**config.mk**
```make
export PLATFORM = sky130hd
export DESIGN_NAME = fetch_top
export DESIGN_NICKNAME = d
export VERILOG_FILES = /design/src/rtl/fetch_pkg.sv /design/src/rtl/fetch_fifo.sv /design/src/rtl/fetch_top.sv /design/src/rtl/instr_decoder.sv /design/src/rtl/pc_gen.sv
export SDC_FILE = /design/constraint.sdc
export NUM_CORES = 1
export LEC_CHECK = 0
export ABC_AREA = 1
export BUFFER_PORTS_ARGS = -buffer_cell sky130_fd_sc_hd__buf_2
export CAP_MARGIN = 0
export CORE_MARGIN = 8
export CORE_UTILIZATION = 60
export CTS_CLUSTER_SIZE = 25
export DETAILED_ROUTE_END_ITERATION = 6
export GPL_TIMING_DRIVEN = 0
export PLACE_DENSITY = 0.77
export SLEW_MARGIN = 20
export SYNTH_ARGS = -nofsm -noshare
export SYNTH_HDL_FRONTEND = slang
export SYNTH_SLANG_ARGS = --single-unit
```
**constraint.sdc**
```tcl
create_clock -name clk -period 6.6 [get_ports clk]
set_input_delay 0.33 -clock clk [delete_from_list [all_inputs] [get_ports clk]]
set_output_delay 0.33 -clock clk [all_outputs]
set_load 0.005 [all_outputs]
```
**src/rtl/fetch_pkg.sv**
```systemverilog
// Shared widths, opcodes and instruction formats of the fetch subsystem, imported by its modules
package fetch_pkg;

  ////////////////////////////////////////////////////////////
  // Widths
  ////////////////////////////////////////////////////////////

  localparam int unsigned XLEN        = 32;  // Data and address width
  localparam int unsigned INSTR_BYTES = 4;   // One instruction word per fetch

  ////////////////////////////////////////////////////////////
  // Opcodes
  ////////////////////////////////////////////////////////////

  // Six bit major opcode in the top of every word
  // Any encoding not listed here decodes as illegal
  typedef enum logic [5:0] {
    OPC_NOP    = 6'h00,  // No operation
    OPC_ALU    = 6'h01,  // Register to register arithmetic
    OPC_LOAD   = 6'h02,  // Memory read
    OPC_STORE  = 6'h03,  // Memory write
    OPC_BRANCH = 6'h04,  // Conditional branch, resolved in fetch
    OPC_JUMP   = 6'h05   // Unconditional jump
  } opcode_e;

  ////////////////////////////////////////////////////////////
  // Exception vectors
  ////////////////////////////////////////////////////////////

  // Low byte of the vector, the upper bits come from the boot address
  localparam logic [7:0] EXC_ILLINSN_OFS = 8'h00;  // Illegal instruction
  localparam logic [7:0] EXC_RESET_OFS   = 8'h80;  // Reset entry

  ////////////////////////////////////////////////////////////
  // Instruction formats
  ////////////////////////////////////////////////////////////

  // Branch and jump layout
  typedef struct packed {
    opcode_e            opcode;  // [31:26]
    logic               cond;    // [25] 1 means taken
    logic signed [24:0] disp;    // [24:0] word displacement
  } branch_fmt_t;

  // Register layout for ALU and memory ops
  typedef struct packed {
    opcode_e     opcode;  // [31:26]
    logic [4:0]  rd;      // Destination register
    logic [4:0]  ra;      // First source
    logic [4:0]  rb;      // Second source
    logic [10:0] func;    // Minor function code
  } reg_fmt_t;

  // Same 32 bit word seen through either layout
  // The opcode sits at the same place in both
  typedef union packed {
    branch_fmt_t branch;
    reg_fmt_t    regf;
  } instr_u;

  // Canonical NOP, also stands in for words that came back with a bus error
  localparam logic [XLEN-1:0] NOP_WORD = {OPC_NOP, 26'd0};

endpackage

```
**src/rtl/fetch_fifo.sv**
```systemverilog
// Circular FIFO of fetched PC and instruction pairs between the PC generator and the decoder
`timescale 1ns/1ps

module fetch_fifo #(
  parameter int unsigned DEPTH = 4  // Power of two no smaller than 2
) (
  input  logic                       clk,
  input  logic                       rst_n,
  input  logic                       flush_i,       // Drop everything at the next edge
  // Push side
  input  logic                       push_valid_i,
  input  logic [fetch_pkg::XLEN-1:0] push_pc_i,
  input  logic [fetch_pkg::XLEN-1:0] push_instr_i,
  output logic                       push_ready_o,
  // Pop side
  output logic                       pop_valid_o,
  output logic [fetch_pkg::XLEN-1:0] pop_pc_o,
  output logic [fetch_pkg::XLEN-1:0] pop_instr_o,
  input  logic                       pop_ready_i
);
  import fetch_pkg::*;

  localparam int unsigned    PTR_W    = $clog2(DEPTH);
  localparam logic [PTR_W:0] FULL_CNT = (PTR_W + 1)'(DEPTH);

  logic [XLEN-1:0]  pc_mem    [DEPTH];
  logic [XLEN-1:0]  instr_mem [DEPTH];
  logic [PTR_W-1:0] wr_ptr_q, rd_ptr_q;   // Wrap naturally
  logic [PTR_W:0]   count_q;               // One extra bit to tell full from empty
  logic             push_fire, pop_fire;

  assign push_ready_o = (count_q != FULL_CNT);
  assign pop_valid_o  = (count_q != '0);
  assign pop_pc_o     = pc_mem[rd_ptr_q];     // Head word is visible the cycle after the push
  assign pop_instr_o  = instr_mem[rd_ptr_q];

  assign push_fire = push_valid_i & push_ready_o;
  assign pop_fire  = pop_valid_o & pop_ready_i;

  ////////////////////////////////////////////////////////////
  // Pointers and occupancy
  ////////////////////////////////////////////////////////////

  always_ff @(posedge clk or negedge rst_n) begin
    if (!rst_n) begin
      wr_ptr_q <= '0;
      rd_ptr_q <= '0;
      count_q  <= '0;
    end else if (flush_i) begin          // Flush wins over a push
      wr_ptr_q <= '0;
      rd_ptr_q <= '0;
      count_q  <= '0;
    end else begin
      if (push_fire) wr_ptr_q <= wr_ptr_q + 1'b1;
      if (pop_fire)  rd_ptr_q <= rd_ptr_q + 1'b1;
      case ({push_fire, pop_fire})
        2'b10:   count_q <= count_q + 1'b1;
        2'b01:   count_q <= count_q - 1'b1;
        default: count_q <= count_q;   // Both or neither
      endcase
    end
  end

  // Storage
  always_ff @(posedge clk) begin
    if (push_fire) begin
      pc_mem[wr_ptr_q]    <= push_pc_i;
      instr_mem[wr_ptr_q] <= push_instr_i;
    end
  end

  ////////////////////////////////////////////////////////////
  // Checks
  ////////////////////////////////////////////////////////////

  // Producer holds its word back while the FIFO is full
  a_no_push_full : assert property (@(posedge clk) disable iff (!rst_n)
    count_q == FULL_CNT |-> !push_valid_i);

  // A pop never reads a slot that has not been written
  a_no_pop_empty : assert property (@(posedge clk) disable iff (!rst_n)
    pop_fire |-> (rd_ptr_q != wr_ptr_q) || (count_q == FULL_CNT));

endmodule

```
**src/rtl/fetch_top.sv**
```systemverilog
// Top level of the fetch subsystem joining the PC generator, the fetch FIFO and the decoder
`timescale 1ns/1ps

module fetch_top #(
  parameter int unsigned FIFO_DEPTH = 4   // Power of two, at least 2
) (
  input  logic                       clk,
  input  logic                       rst_n,
  input  logic [fetch_pkg::XLEN-1:0] boot_addr_i,
  // AXI4-Lite read master towards instruction memory
  output logic [fetch_pkg::XLEN-1:0] araddr_o,
  output logic [2:0]                 arprot_o,
  output logic                       arvalid_o,
  input  logic                       arready_i,
  input  logic [fetch_pkg::XLEN-1:0] rdata_i,
  input  logic [1:0]                 rresp_i,
  input  logic                       rvalid_i,
  output logic                       rready_o,
  // ID stage
  output logic                       id_valid_o,
  output logic [fetch_pkg::XLEN-1:0] id_pc_o,
  output fetch_pkg::instr_u          id_instr_o,
  output logic                       id_illegal_o,
  input  logic                       id_ready_i
);
  import fetch_pkg::*;

  logic            push_valid, push_ready;   // PC generator to FIFO
  logic [XLEN-1:0] push_pc, push_instr;
  logic            pop_valid, pop_ready;     // FIFO to decoder
  logic [XLEN-1:0] pop_pc, pop_instr;
  logic            redirect_valid;           // Also flushes the FIFO
  logic [XLEN-1:0] redirect_pc;

  pc_gen u_pc_gen (
    .clk, .rst_n, .boot_addr_i,
    .redirect_valid_i (redirect_valid),
    .redirect_pc_i    (redirect_pc),
    .araddr_o, .arprot_o, .arvalid_o, .arready_i,
    .rdata_i, .rresp_i, .rvalid_i, .rready_o,
    .push_valid_o     (push_valid),
    .push_pc_o        (push_pc),
    .push_instr_o     (push_instr),
    .push_ready_i     (push_ready)
  );

  fetch_fifo #(
    .DEPTH (FIFO_DEPTH)
  ) u_fetch_fifo (
    .clk, .rst_n,
    .flush_i      (redirect_valid),   // Wrong path words are dropped
    .push_valid_i (push_valid),
    .push_pc_i    (push_pc),
    .push_instr_i (push_instr),
    .push_ready_o (push_ready),
    .pop_valid_o  (pop_valid),
    .pop_pc_o     (pop_pc),
    .pop_instr_o  (pop_instr),
    .pop_ready_i  (pop_ready)
  );

  instr_decoder u_instr_decoder (
    .clk, .rst_n, .boot_addr_i,
    .pop_valid_i      (pop_valid),
    .pop_pc_i         (pop_pc),
    .pop_instr_i      (pop_instr),
    .pop_ready_o      (pop_ready),
    .redirect_valid_o (redirect_valid),
    .redirect_pc_o    (redirect_pc),
    .id_valid_o, .id_pc_o, .id_instr_o, .id_illegal_o, .id_ready_i
  );

endmodule

```
**src/rtl/instr_decoder.sv**
```systemverilog
// Pops fetched words, resolves branches and illegal opcodes as redirects and feeds the ID stage
`timescale 1ns/1ps

module instr_decoder (
  input  logic                       clk,
  input  logic                       rst_n,
  input  logic [fetch_pkg::XLEN-1:0] boot_addr_i,     // Base of the exception vectors
  // From the fetch FIFO head
  input  logic                       pop_valid_i,
  input  logic [fetch_pkg::XLEN-1:0] pop_pc_i,
  input  logic [fetch_pkg::XLEN-1:0] pop_instr_i,
  output logic                       pop_ready_o,
  // Redirect back to the PC generator
  output logic                       redirect_valid_o,
  output logic [fetch_pkg::XLEN-1:0] redirect_pc_o,
  // ID stage
  output logic                       id_valid_o,
  output logic [fetch_pkg::XLEN-1:0] id_pc_o,
  output fetch_pkg::instr_u          id_instr_o,
  output logic                       id_illegal_o,
  input  logic                       id_ready_i
);
  import fetch_pkg::*;

  instr_u          head;        // FIFO head seen in both formats
  logic            pop_fire;
  logic            legal;       // Opcode is one of the known ones
  logic            take;        // Jump or taken branch
  logic [XLEN-1:0] disp_ext;    // Sign extended word displacement
  logic [XLEN-1:0] br_target;
  logic [XLEN-1:0] exc_target;

  assign head = pop_instr_i;

  // Pop whenever the output register is free or draining
  assign pop_ready_o = ~id_valid_o | id_ready_i;
  assign pop_fire    = pop_valid_i & pop_ready_o;

  ////////////////////////////////////////////////////////////
  // Decode
  ////////////////////////////////////////////////////////////

  always_comb begin
    legal = 1'b1;
    take  = 1'b0;
    case (head.regf.opcode)
      OPC_NOP, OPC_ALU, OPC_LOAD, OPC_STORE: take = 1'b0;   // Fall through
      OPC_BRANCH: take = head.branch.cond;
      OPC_JUMP:   take = 1'b1;
      default:    legal = 1'b0;                            // Unknown encoding
    endcase
  end

  assign disp_ext   = XLEN'(head.branch.disp);                        // Signed field
  assign br_target  = pop_pc_i + {disp_ext[XLEN-3:0], 2'b00};        // Words to bytes
  assign exc_target = {boot_addr_i[XLEN-1:8], EXC_ILLINSN_OFS};

  // One cycle pulse together with the pop that caused it
  assign redirect_valid_o = pop_fire & (take | ~legal);
  assign redirect_pc_o    = legal ? br_target : exc_target;

  ////////////////////////////////////////////////////////////
  // ID output register
  ////////////////////////////////////////////////////////////

  always_ff @(posedge clk or negedge rst_n) begin
    if (!rst_n) begin
      id_valid_o <= 1'b0;
    end else if (pop_ready_o) begin
      id_valid_o <= pop_valid_i;     // Empties when nothing is popped
    end
  end

  // Branches and illegal words still go to ID
  always_ff @(posedge clk) begin
    if (pop_fire) begin
      id_pc_o      <= pop_pc_i;
      id_instr_o   <= head;
      id_illegal_o <= ~legal;
    end
  end

  ////////////////////////////////////////////////////////////
  // Checks
  ////////////////////////////////////////////////////////////

  // The flush leaves the FIFO empty so a second redirect cannot follow
  a_redirect_pulse : assert property (@(posedge clk) disable iff (!rst_n)
    redirect_valid_o |=> !redirect_valid_o);

  a_id_stable : assert property (@(posedge clk) disable iff (!rst_n)
    id_valid_o && !id_ready_i |=> id_valid_o && $stable(id_instr_o) && $stable(id_pc_o));

endmodule

```
**src/rtl/pc_gen.sv**
```systemverilog
// Fetch PC register and AXI4-Lite read master that pushes each fetched word into the fetch FIFO
`timescale 1ns/1ps

module pc_gen (
  input  logic                       clk,
  input  logic                       rst_n,
  input  logic [fetch_pkg::XLEN-1:0] boot_addr_i,       // First fetch address after reset
  // Redirect from the decoder
  input  logic                       redirect_valid_i,
  input  logic [fetch_pkg::XLEN-1:0] redirect_pc_i,
  // AXI4-Lite AR channel
  output logic [fetch_pkg::XLEN-1:0] araddr_o,
  output logic [2:0]                 arprot_o,
  output logic                       arvalid_o,
  input  logic                       arready_i,
  // AXI4-Lite R channel
  input  logic [fetch_pkg::XLEN-1:0] rdata_i,
  input  logic [1:0]                 rresp_i,
  input  logic                       rvalid_i,
  output logic                       rready_o,
  // Push side of the fetch FIFO
  output logic                       push_valid_o,
  output logic [fetch_pkg::XLEN-1:0] push_pc_o,
  output logic [fetch_pkg::XLEN-1:0] push_instr_o,
  input  logic                       push_ready_i
);
  import fetch_pkg::*;

  localparam logic [1:0] S_IDLE = 2'd0;  // Waiting for the boot load
  localparam logic [1:0] S_ADDR = 2'd1;  // AR presented
  localparam logic [1:0] S_DATA = 2'd2;  // Waiting for the R beat

  localparam logic [2:0] AXI_PROT_INSTR = 3'b100;  // Instruction, secure, unprivileged
  localparam logic [1:0] AXI_RESP_OKAY  = 2'b00;

  logic [1:0]      state_q, state_d;
  logic [XLEN-1:0] pc_q, pc_d;     // Next word to fetch
  logic [XLEN-1:0] araddr_q;       // Address of the read in flight
  logic            boot_q;         // Set for one cycle after reset
  logic            stale_q, stale_d;
  logic            ar_fire;
  logic            r_fire;
  logic            good_beat;      // Beat that belongs to the current path

  ////////////////////////////////////////////////////////////
  // Bus side
  ////////////////////////////////////////////////////////////

  assign ar_fire   = arvalid_o & arready_i;
  assign r_fire    = rvalid_i & rready_o;
  assign good_beat = r_fire & ~stale_q;

  assign arvalid_o = (state_q == S_ADDR);
  assign araddr_o  = araddr_q;         // Held steady while AR waits
  assign arprot_o  = AXI_PROT_INSTR;
  assign rready_o  = (state_q == S_DATA) & push_ready_i;  // Beat waits when the FIFO is full

  // Push in the same cycle the beat is taken
  assign push_valid_o = good_beat;
  assign push_pc_o    = araddr_q;
  assign push_instr_o = (rresp_i == AXI_RESP_OKAY) ? rdata_i : NOP_WORD;  // Bus error becomes NOP

  ////////////////////////////////////////////////////////////
  // Next PC and read FSM
  ////////////////////////////////////////////////////////////

  always_comb begin
    pc_d = pc_q;                                  // Hold by default
    if (boot_q) begin
      pc_d = boot_addr_i;
    end else if (redirect_valid_i) begin
      pc_d = redirect_pc_i;                       // Branch target or exception vector
    end else if (good_beat) begin
      pc_d = pc_q + XLEN'(INSTR_BYTES);           // Sequential
    end
  end

  always_comb begin
    state_d = state_q;
    stale_d = stale_q;
    case (state_q)
      S_IDLE: if (!boot_q) state_d = S_ADDR;
      S_ADDR: if (ar_fire) state_d = S_DATA;
      S_DATA: begin
        if (r_fire) begin
          state_d = S_ADDR;                       // Next AR one cycle after the beat
          stale_d = 1'b0;
        end
      end
      default: state_d = S_IDLE;
    endcase
    // A read already issued belongs to the old path
    if (redirect_valid_i && ((state_q == S_ADDR) || (state_q == S_DATA && !r_fire))) begin
      stale_d = 1'b1;
    end
  end

  always_ff @(posedge clk or negedge rst_n) begin
    if (!rst_n) begin
      state_q <= S_IDLE;
      pc_q    <= '0;
      boot_q  <= 1'b1;
      stale_q <= 1'b0;
    end else begin
      state_q <= state_d;
      pc_q    <= pc_d;
      boot_q  <= 1'b0;
      stale_q <= stale_d;
    end
  end

  // Capture the address when a new AR starts
  always_ff @(posedge clk) begin
    if (state_d == S_ADDR && state_q != S_ADDR) araddr_q <= pc_d;
  end

  ////////////////////////////////////////////////////////////
  // Checks
  ////////////////////////////////////////////////////////////

  a_ar_stable : assert property (@(posedge clk) disable iff (!rst_n)
    arvalid_o && !arready_i |=> arvalid_o && $stable(araddr_o));

  a_ar_aligned : assert property (@(posedge clk) disable iff (!rst_n)
    arvalid_o |-> araddr_o[1:0] == 2'b00);

endmodule

```
# Word level (Yosys, flattened, before mapping)
# Memory sizes are Yosys's and may differ from the RTL's.
# Index checks and enable logic that the tools add are counted.
word_totals:
  register_bits: 141
  latch_bits: 0
  inputBits: 71
  n_memories: 2
  mem_bits_ro: 0
  wordCells: 82
  ram_bits: 256
  out_inout_bits: 103
op_classes:
  order_cmp: 0
  shifts: 0
  bitwise_logic: 12
  mul: 0
  eq_ne: 12
  div_mod_pow: 0
  add_sub_neg: 6
  n_mux: 22
  n_reduce_logical: 16
mem_list:
  columns: ["memory", "depth", "width", "rd", "rd_ports_with_merged_regs", "wr", "line", "text"]
  rows:
  - ["u_fetch_fifo.instr_mem", 4, 32, 1, 0, 1, "fetch_fifo.sv:27", "logic [XLEN-1:0] instr_mem [DEPTH];"]
  - ["u_fetch_fifo.pc_mem", 4, 32, 1, 0, 1, "fetch_fifo.sv:26", "logic [XLEN-1:0] pc_mem [DEPTH];"]
ops:
  columns: ["operator", "count"]
  rows:
  - ["two-way mux 32 bit", 5]
  - ["adder 32 x 3 -> 32 bit, second input constant", 1]
  - ["adder 32 bit", 1]
  - ["two-way mux 2 bit", 7]
  - ["equality test 6 x 2 -> 1 bit, second input constant", 2]
  - ["equality test 6 x 3 -> 1 bit, second input constant", 2]
  - ["nonzero test 2 bit", 4]
  - ["AND 1 bit", 7]
  - ["equality test 2 x 1 -> 1 bit, second input constant", 3]
  - ["equality test 6 x 1 -> 1 bit, second input constant", 1]
  - ["zero test 6 bit", 1]
  - ["two-way mux 1 bit", 6]
  - ["one-hot mux 2 bit (3 select lines)", 1]
  - ["one-hot mux 3 bit (2 select lines)", 1]
  - ["nonzero test 3 bit", 2]
  - ["OR reduction 6 bit", 1]
  - ["adder 2 x 1 -> 2 bit, second input constant", 2]
  - ["equality test 2 bit, second input constant", 2]
  - ["zero test 2 bit", 2]
  - ["adder 3 x 1 -> 3 bit, second input constant", 1]
  - ["logical AND 1 bit", 3]
  - ["two-way mux 3 bit", 1]
  - ["!= test 3 bit, second input constant", 1]
  - ["inverter 1 bit", 3]
  - ["7 further kinds", 8]

# Depth between registers and ports, before layout
# An unclocked memory read counts as a cell.
depth:
  word_depth: 10
  depth_mapped: 21
  mapped_depth_nobuf: 18

# By module
# A second synthesis with hierarchy kept.
unflattened:
  hier_cells: 1854
  area_unflattened_um2: 18665.4
by_module_without_submodules:
  columns: ["mod", "area_each_um2", "cells_each", "instances", "seq_area_each_um2"]
  rows:
  - ["fetch_fifo", 9982.1, 685, 1, 7862.5]
  - ["instr_decoder", 4480.5, 596, 1, 1976.9]
  - ["pc_gen", 4202.8, 573, 1, 1863.0]

# Worst setup path after synthesis
# Ideal clock, no wire load.
synth_timing:
  kind: "register -> register"
  from: "reg u_instr_decoder.id_valid_o"
  to: "reg u_fetch_fifo.count_q[2]"
  setup_time_ps: 120
  synth_period_minus_slack_ps: 5142
  path_buffers: 0
  path_stages_with_launch: 10
  required_ps: 6480
  slack_ps: 1458
  arrival_ps: 5022
  cell_sequence: "dfrtp_1 > inv_1 > nor2_1 > a21oi_1 > ha_1 > fa_1 > a21oi_1 > o21ai_0 > xor2_1 > nor2_1"
synth_between:
  elab_chain_cells: 6
  word_cells_on_any_way: 9
  classes_between: "eq/ne: 2; mux: 2; bitwise: 4; reduce/logical: 1"
synth_rtl:
  columns: ["element", "line", "text"]
  rows:
  - ["from (decl)", "instr_decoder.sv:17", "output logic id_valid_o,"]
  - ["from (signal assigned)", "instr_decoder.sv:70", "id_valid_o <= pop_valid_i;"]
  - ["inverter 1 bit (*)", "instr_decoder.sv:36", "assign pop_ready_o = ~id_valid_o | id_ready_i;"]
  - ["bitwise OR 1 bit (*)", "instr_decoder.sv:36", null]
  - ["AND 1 bit (*)", "fetch_fifo.sv:38", "assign pop_fire = pop_valid_o & pop_ready_i;"]
  - ["via u_fetch_fifo.pop_fire", "fetch_fifo.sv:30", "logic push_fire, pop_fire;"]
  - ["equality test 2 x 1 -> 1 bit / equality test 2 bit (equally long branches)", "fetch_fifo.sv:56", "case ({push_fire, pop_fire})"]
  - ["one-hot mux 3 bit (2 select lines)", "fetch_fifo.sv:56", null]
  - ["two-way mux 3 bit", "fetch_fifo.sv:49", "end else if (flush_i) begin"]
  - ["to (signal assigned)", "fetch_fifo.sv:57", "2'b10: count_q <= count_q + 1'b1;"]
  - ["to (signal assigned)", "fetch_fifo.sv:58", "2'b01: count_q <= count_q - 1'b1;"]
  - ["to (signal assigned)", "fetch_fifo.sv:59", "default: count_q <= count_q;"]
  - ["to (decl)", "fetch_fifo.sv:29", "logic [PTR_W:0] count_q;"]
# Mark *: on every way through the listed nets, which the timed path passes. The rest lies on a longest branch.
# A chain may end at the register's enable or synchronous reset.

# Worst setup path in the final report
layout_timing:
  from: "reg u_fetch_fifo.rd_ptr_q[0]"
  to: "reg u_pc_gen.araddr_q[29], in the netlist u_pc_gen.araddr_o[29] (data pin)"
layout_between:
  word_cells_on_any_way: 18
  classes_between: "add/sub: 1; eq/ne: 5; mux: 5; bitwise: 3; reduce/logical: 2; memory: 2"
layout_rtl:
  columns: ["element", "line", "text"]
  rows:
  - ["from (decl)", "fetch_fifo.sv:28", "logic [PTR_W-1:0] wr_ptr_q, rd_ptr_q;"]
  - ["from (signal assigned)", "fetch_fifo.sv:55", "if (pop_fire) rd_ptr_q <= rd_ptr_q + 1'b1;"]
  - ["memory (4 x 32 bit)", null, null]
  - ["via pop_pc[26]", "fetch_top.sv:31", "logic [XLEN-1:0] pop_pc, pop_instr;"]
  - ["adder 32 bit", "instr_decoder.sv:55", "assign br_target = pop_pc_i + {disp_ext[XLEN-3:0], 2'b00};"]
  - ["two-way mux 32 bit", "instr_decoder.sv:60", "assign redirect_pc_o = legal ? br_target : exc_target;"]
  - ["two-way mux 32 bit", "pc_gen.sv:71", "end else if (redirect_valid_i) begin"]
  - ["two-way mux 32 bit", "pc_gen.sv:69", "if (boot_q) begin"]
  - ["via u_pc_gen.pc_d[29]", "pc_gen.sv:37", "logic [XLEN-1:0] pc_q, pc_d;"]
  - ["to (signal assigned)", "pc_gen.sv:114", "if (state_d == S_ADDR && state_q != S_ADDR) araddr_q <= pc_d;"]
  - ["to (decl)", "pc_gen.sv:38", "logic [XLEN-1:0] araddr_q;"]
# The timed path passes the listed nets, and every way through them passes these cells.

==> results.py <==
metrics = {
    "global_route": {
        "grt_max_degree": 45,
        "grt.total_usage_pct": 31.1,
        "grt_pass1_vias": 14000,
        "overflow": 0,
        "met3_usage_pct": 5.76,
        "met1_usage_pct": 41.8,
        "grt_antenna_before_repair": 3,
        "grt_use_met2_pct": 51.0,
        "grt_busiest_layer": "met2",
        "grt_pass1_wl_mm": 84.8,
    },
    "worst_setup_path": {
        "path_delay_family": "buffers and inverters",
        "cp_max_fo": 11,
        "cp.buffers_inverters": 5,
        "r2r_slack_ns": 1.81,
        "worstSetupStartpointType": "flip-flop",
        "crit_arrival_ns": 5.06,
        "critPathCaptureType": "flip-flop",
        "path_class": "flip-flop to flip-flop",
        "critPathSlowestCell": "o22ai_1",
        "cpPeakStageDelay_ns": 0.58,
        "required_ns": 6.87,
        "cp.depth": 17,
        "path_cells": "buf_4 > buf_6 > buf_2 > buf_2 > clkbuf_1 > nor2_1 > o22ai_1 > ha_1 > a21oi_1 > nor2_1 > nor2_1 > nand2_1 > a21oi_1 > nand3_1 > nand3_1 > nand2_1 > a21oi_1",
        "reg2regPathDepth": 17,
    },
    "synth": {
        "syn_avg_cell_area_sq_um": 9.96,
        "synth_cell_type_count": 40,
        "ys_ff_latch": 397,
        "ys_top_cells_by_area": "edfxtp_1 58%, nand2_1 9.3%, nor2_1 5.9%",
        "synth_top_area_share_pct": 57.7,
        "seq_area_frac_synth_pct": 63.7,
        "netlist_area_sq_um": 18400,
        "yosys_warnings": 0,
        "synth_top_area_cell": "edfxtp_1",
        "postSynthCellCount": 1845,
        "synthFlopType": "edfxtp_1",
        "async_flop_share_pct": 11.1,
        "synth_edf_count": 353,
    },
    "drt": {
        "vias": 14600,
        "ant_nets": 0,
        "via_per_inst": 5.81,
        "drc": 0,
        "routed_wl_mm": 57.3,
        "firstDrtPassIters": 5,
        "dr.first_iter.drc_count": 1676,
        "wire_per_inst_microns": 22.9,
    },
    "power": {
        "p_int_mw": 6.29,
        "switching_power_mw": 4.60,
        "p_seq_share_pct": 34.5,
        "p_leak_nw": 8.87,
        "switching_share_pct": 42.3,
        "power_density_nw_per_um2": 506,
        "clock_power_share_pct": 20.7,
        "max-vdd-ir-drop_uv": 373,
        "power_frac_comb_pct": 44.8,
    },
    "cells_and_area": {
        "postLayoutCoreUtil_pct": 70.9,
        "drive_gt1_share_pct": 14.3,
        "fin_nets": 2185,
        "syn2layout_area_growth_pct": 17.0,
        "fin_area_sq_um": 21500,
        "fillers": 2170,
    },
    "floorplanning": {
        "die_w_microns": 191,
        "num_rows": 64,
        "initial_core_util_pct": 60.6,
        "coreArea_sq_um": 30300,
        "fp.dieH_microns": 191,
        "die_area_sq_um": 36500,
        "num_io_pins": 174,
    },
    "placed_design": {
        "pre_cts_ws_ns": 1.96,
        "placed_area_sq_um": 20200,
        "portBuffers": 170,
        "gp_congestion": 0.957,
        "hpwlAfterDp_mm": 42.1,
    },
    "sta": {
        "drv_slew": 0,
        "fin_crit_sh_pct": 72.5,
        "worst_slew_pin_slew_ns": 1.16,
        "timing.final.ws_setup_ns": 1.81,
        "rsz0062_at_grt": "false",
        "clock.fmax_ghz": 0.209,
        "skew_ns": 0.0316,
        "relSlewSlack_pct": 22.9,
        "hold_violations": 0,
        "setup_viol_count_final": 0,
        "post-route-min-period_ns": 4.79,
    },
    "min_path": {
        "min-delay-path-class": "input port to flip-flop",
        "hold_depth": 2,
    },
    "clock_tree": {
        "path_clk_slew_ns": 0.06,
        "clock_sinks": 397,
        "clockBufferDepth": 3,
        "htreeDepth": 2,
        "clkLatencyLatePin_ns": 0.54,
        "root_buffer": "clkbuf_16",
        "post-cts-setup-buffers": 0,
        "cts_tree": "yes",
        "cts_inserted_buffers": 40,
    },
    "status": {
        "status": "complete, no violations",
    },
    "job": {
        "max-cap-violations": 0,
    },
}
[cells in the mapped netlist, types with 12 or more instances]
cell	instances
a21oi_1	74
buf_2	13
xor2_1	15
clkbuf_1	41
ha_1	35
dfrtp_1	43
o21ai_0	121
nand3b_1	12
inv_1	175
xnor2_1	12
edfxtp_1	353
nand3_1	75
nor2_1	291
o22ai_1	53
nand2_1	454
[placed cells by master, fill, tap and decap left out, types with 6 or more instances in the layout]
cell type and instances:
nand2_1 454, edfxtp_1 353, nor2_1 287, buf_2 182, inv_1 175, o21ai_0 121
nand3_1 75, a21oi_1 72, o22ai_1 53, clkbuf_1 46, dfrtp_1 43, clkbuf_16 41
ha_1 35, xor2_1 15, nand3b_1 12, xnor2_1 12, clkinv_1 9, buf_6 9
o21ai_1 8, buf_16 8, buf_4 7, clkinv_2 7, buf_12 7, o211ai_1 6
nand4_1 6
[sequential cells by signal, indices dropped and copies added (netlist names)]
register and count:
u_pc_gen.pc_q 32, u_pc_gen.state_q 2, u_fetch_fifo.instr_mem 128, u_instr_decoder.id_instr_o 32, u_fetch_fifo.rd_ptr_q 2, u_pc_gen.stale_q 1
u_instr_decoder.id_pc_o 32, u_fetch_fifo.wr_ptr_q 2, u_fetch_fifo.count_q 3, u_pc_gen.araddr_o 32, u_instr_decoder.id_valid_o 1, u_pc_gen.boot_q 1
u_fetch_fifo.pc_mem 128, u_instr_decoder.id_illegal_o 1
[layout make-up]
type | instances | area (sq um) | share of cell area (%)
antenna | 1 | 2.50 | 0.0116
inverter | 181 | 679 | 3.16
clock inverter | 24 | 213 | 0.989
multi-input combinational | 1199 | 5690 | 26.5
clock buffer | 50 | 1100 | 5.11
sequential | 397 | 11700 | 54.4
timing repair buffer | 188 | 1250 | 5.83
buffer | 70 | 369 | 1.72
tap | 396 | 495 | 2.30
[layer usage]
metal  wire, microns  vias up
met4            1720        4
met5              23        -
li1                -     6657
met2           27300      866
met3            6010      123
met1           22300     6913
[cell families after synthesis]
logic type	Yosys count	synth area share (%)
flip-flops	397	63.7
adder cells (fa/ha/maj)	37	2.60
other	2	0.0409
multiplexers	1	0.0545
AO/OA/AOI/OAI	272	7.98
buffers and inverters	251	5.70
AND/OR/NAND/NOR	858	18.7
XOR/XNOR	27	1.29
[per-stage QoR]
stage	cells	hold WS, ns	total power, mW	TNS, ns
global placement	2413	0.469	8.39	-88.10
global route	2505	0.0138	11.5	0
detailed placement	2430	0.504	8.56	0
CTS	2504	0.00240	10.8	0
floorplan	1847	0.0344	6.59	0
finish	2506	0.0117	10.9	0
[final timing paths]
kind / to / start
setup / recovery: u_pc_gen.araddr_o[29] / u_fetch_fifo.rd_ptr_q[0]
hold reg to reg: u_fetch_fifo.pc_mem[3][1] / u_pc_gen.araddr_o[1]
setup reg to reg: u_pc_gen.araddr_o[29] / u_fetch_fifo.rd_ptr_q[0]
min in group asynchronous: u_pc_gen.pc_q[30] / rst_n
max in group asynchronous: u_pc_gen.pc_q[2] / rst_n
hold / removal: u_instr_decoder.id_valid_o / id_ready_i
[power by group through the flow]
stage / Sequential [mW] / Clock, mW / Combinational (mW)
2_1_floorplan: 3.77 / 0 / 2.82
3_3_place_gp: 3.84 / 0 / 4.55
3_5_place_dp: 3.79 / 0 / 4.77
4_1_cts: 3.75 / 2.27 / 4.81
5_1_grt: 3.80 / 2.36 / 5.31
6_report: 3.76 / 2.26 / 4.88
[timing repair]
action | CTS | global route
resized for setup | 0 | 0
hold endpoints to repair | 0 | 43
hold buffers | 0 | 1
Note: power is estimated with default switching activity, not from simulation.
